===== src/logic/uart_pkg.sv =====
package uart_pkg;

	localparam int DATA_W = 8; // data bits per frame

	// transmitter FSM, one state per frame section
	typedef enum logic [2:0] {
		TX_IDLE   = 3'd0, // line held high, waiting for send
		TX_START  = 3'd1, // start bit, line low
		TX_DATA   = 3'd2, // data bits lsb first
		TX_PARITY = 3'd3, // only visited when parity is enabled
		TX_STOP   = 3'd4  // stop bit, line high
	} tx_state_t;

	// receiver FSM, mirrors the frame layout
	typedef enum logic [2:0] {
		RX_IDLE   = 3'd0, // waiting for a falling edge
		RX_START  = 3'd1, // half-bit check of the start bit
		RX_DATA   = 3'd2, // mid-bit sampling of data bits
		RX_PARITY = 3'd3, // parity sample
		RX_STOP   = 3'd4  // stop sample, word is reported here
	} rx_state_t;

	// received word as reported with the valid pulse, 10 bits in total
	typedef struct packed {
		logic [DATA_W-1:0] data; // payload, bit 0 came first on the line
		logic              parity_err; // received parity differs from computed
		logic              stop_err; // stop bit sampled low
	} rx_word_t;

endpackage


===== src/logic/uart_loopback_top.sv =====
module uart_loopback_top #(
	parameter int CLKS_PER_BIT = 8, // clocks per serial bit
	parameter bit PARITY_EN    = 1'b1, // parity bit sent and checked
	parameter bit PARITY_ODD   = 1'b0 // 0 even, 1 odd
) (
	input  logic                        clk,
	input  logic                        reset,
	input  logic                        i_send, // send strobe
	input  logic [uart_pkg::DATA_W-1:0] i_tx_data,
	input  logic                        i_loopback, // 1 feeds tx back into rx
	input  logic                        i_serial_in, // external line
	output logic                        o_serial_out,
	output logic                        o_busy,
	output logic                        o_rx_valid,
	output uart_pkg::rx_word_t          o_rx_word
);

	logic rx_line; // line seen by the receiver

	// loopback select, external line used for injected frames
	assign rx_line = i_loopback ? o_serial_out : i_serial_in;

	uart_tx #(
		.CLKS_PER_BIT (CLKS_PER_BIT),
		.PARITY_EN    (PARITY_EN),
		.PARITY_ODD   (PARITY_ODD)
	) uart_tx_inst (
		.clk          (clk),
		.reset        (reset),
		.i_send       (i_send),
		.i_tx_data    (i_tx_data),
		.o_serial_out (o_serial_out),
		.o_busy       (o_busy)
	);

	uart_rx #(
		.CLKS_PER_BIT (CLKS_PER_BIT),
		.PARITY_EN    (PARITY_EN),
		.PARITY_ODD   (PARITY_ODD)
	) uart_rx_inst (
		.clk          (clk),
		.reset        (reset),
		.i_serial_in  (rx_line),
		.o_rx_valid   (o_rx_valid),
		.o_rx_word    (o_rx_word)
	);

endmodule


===== src/logic/uart_rx.sv =====
module uart_rx #(
	parameter int CLKS_PER_BIT = 8, // clocks per serial bit, 4 or more
	parameter bit PARITY_EN    = 1'b1, // 1 expects a parity bit
	parameter bit PARITY_ODD   = 1'b0 // 0 even, 1 odd
) (
	input  logic               clk,
	input  logic               reset,
	input  logic               i_serial_in, // asynchronous serial line
	output logic               o_rx_valid, // one-cycle pulse per frame
	output uart_pkg::rx_word_t o_rx_word
);
	import uart_pkg::*;

	localparam int TIMER_W  = $clog2(CLKS_PER_BIT);
	localparam int INDEX_W  = $clog2(DATA_W);
	localparam int HALF_BIT = CLKS_PER_BIT / 2;

	logic [2:0]         sync_q; // three-stage synchronizer
	logic               line_q; // synchronized line one clock earlier
	logic               rx_line; // synchronized line
	logic               start_edge; // high-to-low on the synchronized line
	logic               sample; // timer expired, sample point
	rx_state_t          state;
	logic [TIMER_W-1:0] timer; // counts down to the next sample point
	logic [INDEX_W-1:0] bit_idx; // data bit being sampled
	logic [DATA_W-1:0]  shift_q; // data collected lsb first
	logic               parity_acc; // expected parity, built bit by bit
	logic               parity_err_q; // result of the parity sample

	assign rx_line    = sync_q[2];
	assign start_edge = line_q && !rx_line;
	assign sample     = (timer == '0);

	// line synchronizer, starts high so reset does not look like a start bit
	always_ff @(posedge clk) begin
		if (reset) begin
			sync_q <= '1;
			line_q <= 1'b1;
		end else begin
			sync_q <= {sync_q[1:0], i_serial_in};
			line_q <= rx_line;
		end
	end

	// payload collection on sample points
	always_ff @(posedge clk) begin
		if (state == RX_START && sample) begin
			parity_acc   <= PARITY_ODD; // odd parity starts from one
			parity_err_q <= 1'b0; // stays clear when parity is off
		end else if (state == RX_DATA && sample) begin
			shift_q    <= {rx_line, shift_q[DATA_W-1:1]}; // first bit ends in bit 0
			parity_acc <= parity_acc ^ rx_line;
		end else if (state == RX_PARITY && sample) begin
			parity_err_q <= parity_acc ^ rx_line;
		end
		if (state == RX_STOP && sample) begin
			o_rx_word.data       <= shift_q;
			o_rx_word.parity_err <= parity_err_q;
			o_rx_word.stop_err   <= !rx_line; // framing error on a low stop bit
		end
	end

	// receive FSM
	always_ff @(posedge clk) begin
		if (reset) begin
			state      <= RX_IDLE;
			timer      <= '0;
			bit_idx    <= '0;
			o_rx_valid <= 1'b0;
		end else begin
			o_rx_valid <= 1'b0; // pulse by default off
			if (state != RX_IDLE && !sample) begin
				timer <= timer - 1'b1;
			end
			case (state)
				RX_IDLE: begin
					if (start_edge) begin
						state <= RX_START;
						timer <= TIMER_W'(HALF_BIT - 1); // middle of the start bit
					end
				end
				RX_START: begin
					if (sample) begin
						if (!rx_line) begin
							state   <= RX_DATA;
							timer   <= TIMER_W'(CLKS_PER_BIT - 1);
							bit_idx <= '0;
						end else begin
							state <= RX_IDLE; // glitch shorter than half a bit
						end
					end
				end
				RX_DATA: begin
					if (sample) begin
						timer <= TIMER_W'(CLKS_PER_BIT - 1);
						if (bit_idx == INDEX_W'(DATA_W - 1)) begin
							state <= PARITY_EN ? RX_PARITY : RX_STOP;
						end else begin
							bit_idx <= bit_idx + 1'b1;
						end
					end
				end
				RX_PARITY: begin
					if (sample) begin
						state <= RX_STOP;
						timer <= TIMER_W'(CLKS_PER_BIT - 1);
					end
				end
				RX_STOP: begin
					if (sample) begin
						state      <= RX_IDLE; // next edge may follow mid stop bit
						o_rx_valid <= 1'b1;
					end
				end
				default: state <= RX_IDLE;
			endcase
		end
	end

	a_valid_single_cycle: assert property (@(posedge clk) disable iff (reset)
		o_rx_valid |=> !o_rx_valid);

	// valid is registered, so the stop state is one clock back
	a_valid_from_stop: assert property (@(posedge clk) disable iff (reset)
		$rose(o_rx_valid) |-> $past(state) == RX_STOP);

	a_state_legal: assert property (@(posedge clk) disable iff (reset)
		state inside {RX_IDLE, RX_START, RX_DATA, RX_PARITY, RX_STOP});

endmodule


===== src/logic/uart_tx.sv =====
module uart_tx #(
	parameter int CLKS_PER_BIT = 8, // clocks per serial bit, 4 or more
	parameter bit PARITY_EN    = 1'b1, // 1 adds a parity bit to the frame
	parameter bit PARITY_ODD   = 1'b0 // 0 even, 1 odd
) (
	input  logic                        clk,
	input  logic                        reset,
	input  logic                        i_send, // one-cycle send strobe
	input  logic [uart_pkg::DATA_W-1:0] i_tx_data,
	output logic                        o_serial_out,
	output logic                        o_busy
);
	import uart_pkg::*;

	localparam int TIMER_W = $clog2(CLKS_PER_BIT);
	localparam int INDEX_W = $clog2(DATA_W);

	tx_state_t          state;
	logic [TIMER_W-1:0] bit_timer; // cycles spent in the current bit
	logic [INDEX_W-1:0] bit_idx; // data bit on the line
	logic [DATA_W-1:0]  shift_q; // captured word, shifted right per data bit
	logic               parity_q; // parity of the captured word
	logic               bit_done; // last cycle of the current bit
	logic               accept; // send taken on this clock

	assign bit_done = (bit_timer == TIMER_W'(CLKS_PER_BIT - 1));
	assign accept   = i_send && !o_busy; // a send while busy is dropped

	// payload capture and shifting
	always_ff @(posedge clk) begin
		if (accept) begin
			shift_q  <= i_tx_data;
			parity_q <= (^i_tx_data) ^ PARITY_ODD; // inverted for odd parity
		end else if (state == TX_DATA && bit_done) begin
			shift_q <= shift_q >> 1; // next data bit moves to bit 0
		end
	end

	// frame FSM, line and busy are registered so they change on bit edges
	always_ff @(posedge clk) begin
		if (reset) begin
			state        <= TX_IDLE;
			bit_timer    <= '0;
			bit_idx      <= '0;
			o_serial_out <= 1'b1; // idle line is high
			o_busy       <= 1'b0;
		end else begin
			if (state != TX_IDLE) begin
				bit_timer <= bit_done ? '0 : bit_timer + 1'b1;
			end
			case (state)
				TX_IDLE: begin
					if (accept) begin
						state        <= TX_START;
						bit_timer    <= '0; // bit timing restarts on each send
						bit_idx      <= '0;
						o_serial_out <= 1'b0; // start bit on the next clock
						o_busy       <= 1'b1;
					end
				end
				TX_START: begin
					if (bit_done) begin
						state        <= TX_DATA;
						o_serial_out <= shift_q[0]; // lsb first
					end
				end
				TX_DATA: begin
					if (bit_done) begin
						if (bit_idx == INDEX_W'(DATA_W - 1)) begin
							if (PARITY_EN) begin
								state        <= TX_PARITY;
								o_serial_out <= parity_q;
							end else begin
								state        <= TX_STOP; // no parity bit in this frame
								o_serial_out <= 1'b1;
							end
						end else begin
							bit_idx      <= bit_idx + 1'b1;
							o_serial_out <= shift_q[1]; // bit 0 shifts out on this clock
						end
					end
				end
				TX_PARITY: begin
					if (bit_done) begin
						state        <= TX_STOP;
						o_serial_out <= 1'b1; // stop bit
					end
				end
				TX_STOP: begin
					if (bit_done) begin
						state  <= TX_IDLE; // new send may be taken on the next clock
						o_busy <= 1'b0;
					end
				end
				default: state <= TX_IDLE;
			endcase
		end
	end

	a_idle_line_high: assert property (@(posedge clk) disable iff (reset)
		(state == TX_IDLE) |-> o_serial_out);

	a_busy_tracks_state: assert property (@(posedge clk) disable iff (reset)
		o_busy == (state != TX_IDLE));

	a_timer_in_range: assert property (@(posedge clk) disable iff (reset)
		bit_timer < CLKS_PER_BIT);

endmodule


===== config.mk =====
export PLATFORM = sky130hd
export DESIGN_NAME = uart_loopback_top
export DESIGN_NICKNAME = d
export VERILOG_FILES = /design/src/logic/uart_pkg.sv /design/src/logic/uart_loopback_top.sv /design/src/logic/uart_rx.sv /design/src/logic/uart_tx.sv
export SDC_FILE = /design/constraint.sdc
export NUM_CORES = 1
export LEC_CHECK = 0
export BUFFER_PORTS_ARGS = -buffer_cell sky130_fd_sc_hd__buf_4
export CAP_MARGIN = 20
export CORE_UTILIZATION = 45
export CTS_CLUSTER_SIZE = 30
export DETAILED_ROUTE_END_ITERATION = 6
export GPL_ROUTABILITY_DRIVEN = 0
export MAX_ROUTING_LAYER = met4
export PLACE_DENSITY = 0.67
export SYNTH_ARGS = -nofsm -noshare
export SYNTH_HDL_FRONTEND = slang
export SYNTH_SLANG_ARGS = --single-unit

===== constraint.sdc =====
create_clock -name clk -period 1.9 [get_ports clk]
set_input_delay 0.285 -clock clk [delete_from_list [all_inputs] [get_ports clk]]
set_output_delay 0.285 -clock clk [all_outputs]
set_load 0.03 [all_outputs]

==> impl_results.md, run 1 <==
- Starting density of the core: 48.4%
- Clock buffer count from CTS: 5
- Die ar.: 0.00554 mm^2
- Routed length per placed instance: 12.7 um
- Ports: 26
- I/O Buffers: 25
- Tcrit/Tclk final: 87.2%
- CP required: 1.91 ns
- Post-Layout Cell Count: 311
- RSZ-0062 raised after global routing: no
- Crit-path max cell delay: 0.34 ns
- Largest net degree at the start of global routing: 27
- Residual DRC: 0
- CTS tree: built
- CP Capture Type: flop
- Cell area power density: 815 mW/mm^2
- Yosys reg bits: 54
- Post-synth top cells: nand2_1 (29), dfxtp_1 (27), edfxtp_1 (27)
- Worst clock skew: 0.00425 ns
- Crit path max fanout: 11
- Leak Pwr: 1.10 nW
- Vias in the first global route: 1506
- Post-route ant nets: 0
- First-pass GRT wire length: 6.73 mm
- Layout cells sized above 1: 18.0%
- Vias: 1648
- Die H: 74.4 um
- Ant diodes: 0
- Total track usage: 16.7%
- Rel. slew slack: 69.2%
- WL final: 3.95 mm
- Flop2flop setup slack: 0.24 ns
- Initial drt markers: 109
- CP Launch Type: flop
- Fillers: 470
- Leading cell type by number of instances after synthesis: nand2_1
- Final setup fails: 0
- Fin. Hold Viols: 0
- Post-synth top area cell: edfxtp_1
- Setup TNS: 0 ns
- Worst-path clk slew: 0.09 ns
- Synth Warn #: 0
- Post-synth EDFFs: 27
- Synth top area cells: edfxtp_1 (34%), dfxtp_1 (23%), nand2_1 (4.6%)
- Area growth from synthesis to layout: 15.2%
- Core area: 0.00488 mm^2
- Max Clk Rate: 603 MHz
- Syn Inst Count: 219
- Largest delay share family, worst path: simple AND/OR/NAND/NOR gates
- CTS Buffer Depth: 2
- Post-route minimum period: 1.66 ns
- CTS Hold Bufs: 0
- Fin nets: 264
- Post-synth cell types: 49
- Cells after DPL: 303
- Core Rows: 25
- Tightest Pin Transition: 0.458 ns
- Worst-path cell chain: inv_1, ha_1, nor2b_2, and3_1, buf_4
- Initial antenna violation count: 0
- Hold Crit Class: input pin to flop
- Dominant synthesized flop cell: edfxtp_1
- Final core utilization: 55.7%
- CP Buf/Inv Count: 2
- Chip Width: 74.4 um
- Critical Path Slowest Stage Cell: nor2b_2
- Synth top area share: 34.4%
- Hpwl dp: 2.73 mm
- Peak supply drop: 0.436 mV
- CTS H-tree depth: 2
- Post-Syn Area: 0.00236 mm^2
- Total of max-cap violations: 0
- Syn_nets: 240
- Overflow after GRT: 0
- Syn avg cell area: 10.8 um^2
- Async SR Flop Fraction: 0%
- Worst EP arrival: 1.67 ns
- Status: complete, no violations
- Kind of critical path: flop to flop
- Hold_ws: 0.202 ns
- DR pass1 iterations: 5
- Root Buffer: clkbuf_8
- Clock Latency Late Sink: 0.30 ns
- Vias per cell: 5.30
- Sequential share of the synthesized area: 57.3%
- Slew Viols, Final: 0
- Clock Sink Count: 54
[worst register-to-register path, cell delays in order (launching register included)]
cell,delay [ns]
dfxtp_1,0.32
inv_1,0.11
ha_1,0.21
nor2b_2,0.34
and3_1,0.21
buf_4,0.18
[layout make-up]
class                   count  area, um^2  share of cell area [%]
repair buffers             29         218                    8.01
flip-flops and latches     54        1350                    49.7
inverters                   5        18.8                   0.691
well taps                  67        83.8                    3.08
clock buffers               8         111                    4.10
multi-input cells         148         935                    34.4
[through the flow]
step,power (mW),area (um^2),setup WS [ns]
global route,2.31,2720,0.129
global placement,1.51,2600,0.138
floorplan,1.45,2360,0.188
detailed placement,1.51,2600,0.116
finish,2.21,2720,0.243
CTS,2.24,2720,0.0999
[report_power, final]
part	switching, mW	internal, mW
clock	0.353	0.377
sequential	0.0250	1.26
combinational	0.109	0.0920
total	0.487	1.73
[logic make-up (layout without fill, tap and decap cells)]
family | Yosys count | count (layout) | share of synthesized area [%]
and+or+nand+nor | 86 | 86 | 18.0
adders and majority gates | 8 | 8 | 4.24
muxes | 5 | 5 | 2.17
xor gates and xnor gates | 9 | 9 | 3.34
DFF | 54 | 54 | 57.3
AOI/OAI and AO/OA | 40 | 40 | 11.7
buffers and inverters | 17 | 42 | 3.23
[per-layer routing]
layer,GRT usage [%],routed length (um),vias to the layer above
li1,-,-,830
met1,20.2,1820,755
met2,27.0,1860,57
met3,4.07,221,6
met4,5.87,48,0
met5,-,0,-
[final timing paths]
check | from | endpoint | cells after the start
min | i_loopback | uart_rx_inst.sync_q[0] | 2
max reg2reg | uart_rx_inst.timer[1] | uart_rx_inst.o_rx_word[4] | 5
min reg2reg | uart_rx_inst.sync_q[0] | uart_rx_inst.sync_q[1] | 1
max | uart_rx_inst.timer[1] | uart_rx_inst.o_rx_word[4] | 5
[repair_timing]
| action | 4_1_cts | 5_1_grt |
|---|---|---|
| setup endpoints to repair | 0 | 12 |
| buffers inserted | 0 | 0 |
| resized for setup | 0 | 1 |
[cells in the final DEF, fill, tap and decap left out, types with 4 or more instances in the layout]
master,n
xnor2_1,6
edfxtp_1,27
nand2_1,29
dfxtp_1,27
nor3_1,9
ha_1,8
inv_1,4
o21ai_0,5
buf_4,29
clkbuf_8,6
nor2_1,14
or2_2,4
nand2b_1,8
a21oi_1,12
mux2i_1,4
[registers in the layout, summed over array words and instances (netlist names), 3 cells and up]
name,cells
uart_rx_inst.timer,3
uart_rx_inst.o_rx_word,10
uart_rx_inst.bit_idx,3
uart_rx_inst.sync_q,3
uart_tx_inst.state,3
uart_rx_inst.shift_q,8
uart_tx_inst.bit_idx,3
uart_tx_inst.shift_q,8
uart_tx_inst.bit_timer,3
uart_rx_inst.state,3
(Power assumes the default switching activity.)
==> run 2: changes to the inputs <==
--- a/config.mk
+++ b/config.mk
@@ -7,6 +7,7 @@
 export LEC_CHECK = 0
 export BUFFER_PORTS_ARGS = -buffer_cell sky130_fd_sc_hd__buf_4
 export CAP_MARGIN = 20
+export CORE_MARGIN = 5
 export CORE_UTILIZATION = 45
 export CTS_CLUSTER_SIZE = 30
 export DETAILED_ROUTE_END_ITERATION = 6
==> impl_results.md, run 2 (synthesis results as in run 1) <==
- DR pass1 iterations: 4 (-1)
- Final setup fails: 0 (unchanged)
- Largest net degree at the start of global routing: 27 (unchanged)
- Worst EP arrival: 1.64 ns (-0.03 ns)
- Worst Hold Depth: 2 (unchanged)
- Setup TNS: 0 ns (unchanged)
- Rel. slew slack: 71.5% (+2.3 points)
- Slew Viols, Final: 0 (unchanged)
- CP Launch Type: flop
- Clock buffer count from CTS: 5 (unchanged)
- R2R depth: 5 (unchanged)
- Status: complete, no violations
- Tightest Pin Transition: 0.424 ns (-0.0340 ns)
- Critical Path Slowest Stage Cell: or3b_1
- Total of max-cap violations: 0 (unchanged)
- Final core utilization: 53.4% (-2.3 points)
- Crit-path max cell delay: 0.40 ns (+0.06 ns)
- Chip Width: 82.4 um (+11%)
- Flop2flop setup slack: 0.29 ns (+0.04 ns)
- Residual DRC: 0 (unchanged)
- Vias: 1628 (-1.2%)
- I/O Buffers: 25 (unchanged)
- RSZ-0062 raised after global routing: no
- Starting density of the core: 46.2% (-2.2 points)
- Initial antenna violation count: 0 (unchanged)
- Root Buffer: clkbuf_8
- Worst-path clk slew: 0.10 ns (about the same)
- CP Capture Type: flop
- Routed length per placed instance: 12.8 um (+0.58%)
- Fillers: 483 (+2.8%)
- Ports: 26 (unchanged)
- Dpl ws: 0.157 ns (+0.0418 ns)
- Hold Crit Class: input pin to flop
- Worst Hold Endpoint: uart_rx_inst.sync_q[0]
- CTS H-tree depth: 2 (unchanged)
- Vias in the first global route: 1455 (-3.4%)
- Regs by FF count: uart_rx_inst.o_rx_word: 10 flops, uart_rx_inst.shift_q: 8 flops, uart_tx_inst.shift_q: 8 flops
- Cells after DPL: 306 (+0.99%)
- Post-route minimum period: 1.61 ns (-0.0431 ns)
- CP required: 1.92 ns (about the same)
- Post-CTS setup buffers: 0 (unchanged)
- Total track usage: 13.1% (-3.5 points)
- Most frequent cells in the layout: nand2_1 (29), buf_4 (29), dfxtp_1 (27), edfxtp_1 (27), nor2_1 (14)
- Core Rows: 26 (+4.0%)
- Clock Sink Count: 54 (unchanged)
- Overflow after GRT: 0 (unchanged)
- Worst hold start: i_loopback
- CTS tree: built
- Die ar.: 0.00679 mm^2 (+23%)
- Vias per cell: 5.18 (-2.2%)
- Core area: 0.00511 mm^2 (+4.7%)
- Peak supply drop: 0.411 mV (-5.7%)
- Worst clock skew: 0.00899 ns (+0.00475 ns)
- Post-route ant nets: 0 (unchanged)
- Most flop-heavy register: uart_rx_inst.o_rx_word
- Leak Pwr: 1.10 nW (+0.19%)
- Clock Latency Late Sink: 0.31 ns (about the same)
- Hpwl dp: 2.79 mm (+2.3%)
- Die H: 82.4 um (+11%)
- Worst-path cell chain: inv_1, ha_1, or3b_1, nor2_1, buf_4
- Tcrit/Tclk final: 85.0% (-2.3 points)
- WL final: 4.01 mm (+1.5%)
- Crit path max fanout: 8 (-3)
- Kind of critical path: flop to flop
- Cell area power density: 831 mW/mm^2 (+2.0%)
- Hold_ws: 0.200 ns (-0.00239 ns)
- CP startpoint: uart_rx_inst.timer[1]
- Ant diodes: 0 (unchanged)
- Layout cells sized above 1: 18.4% (+0.41 points)
- Initial drt markers: 89 (-18%)
- Max Clk Rate: 619 MHz (+2.7%)
- Post-Layout Cell Count: 314 (+0.96%)
- RR Endpoint: uart_rx_inst.shift_q[3]
- Max reg flops: 10 (unchanged)
- CTS Buffer Depth: 2 (unchanged)
- Fin. Hold Viols: 0 (unchanged)
- CTS Hold Bufs: 0 (unchanged)
- Origin of the critical flop-to-flop path: uart_rx_inst.timer[1]
- Setup WS post-layout: 0.286 ns (+0.0431 ns)
- Fin nets: 264 (unchanged)
- First-pass GRT wire length: 6.59 mm (-2.2%)
- Post_cts resized: 0 (unchanged)
- Area growth from synthesis to layout: 15.5%
## run 2: per-layer routing
layer,global-route usage (%),vias to the layer above,share of wire (%)
met5,-,-,0
met4,3.49,0,1.2
met3,3.90,6,4.2
met2,20.9,31,48
met1,16.3,763,47
li1,-,828,-
## run 2: worst max-delay path by stage
| stage | end | slack (ns) | cells past startpoint |
|---|---|---|---|
| final | uart_rx_inst.shift_q[3] | 0.29 | 5 |
| after global routing | uart_rx_inst.state[2] | 0.13 | 6 |
| after CTS | uart_rx_inst.o_rx_word[4] | 0.14 | 5 |
| after detailed placement | uart_rx_inst.o_rx_word[0] | 0.16 | 5 |
| after global placement | uart_rx_inst.o_rx_word[1] | 0.17 | 5 |
| after floorplan | uart_rx_inst.shift_q[0] | 0.19 | 4 |
## run 2: final cells by class
type | count | area (um^2) | area share, %
Clock buffer | 5 | 68.8 | 2.52
Multi-Input combinational cell | 148 | 935 | 34.3
Timing Repair Buffer | 29 | 218 | 7.99
Tap cell | 70 | 87.6 | 3.21
Inverter | 5 | 18.8 | 0.688
Clock inverter | 3 | 47.5 | 1.74
Sequential cell | 54 | 1350 | 49.6
## run 2: report_power, final
group / leakage (nW) / switching, mW / total (mW) / internal (mW)
Sequential: 0.467 / 0.0251 / 1.28 / 1.26
Clock: 0.0587 / 0.381 / 0.781 / 0.400
Combinational: 0.578 / 0.109 / 0.201 / 0.0919
Total: 1.10 / 0.515 / 2.26 / 1.75
## run 2: critical path, delay by kind of cell, from the launching register on
kind	cells	cell delay, ns
DFF	1	0.32
and+or+nand+nor	2	0.52
adders and majority gates	1	0.20
buffers and inverters	2	0.28
## run 2: per-stage QoR
stage | area [um^2] | total power, mW
2_1_floorplan | 2360 | 1.45
3_3_place_gp | 2610 | 1.51
3_5_place_dp | 2610 | 1.51
4_1_cts | 2720 | 2.29
5_1_grt | 2730 | 2.39
6_report | 2730 | 2.26
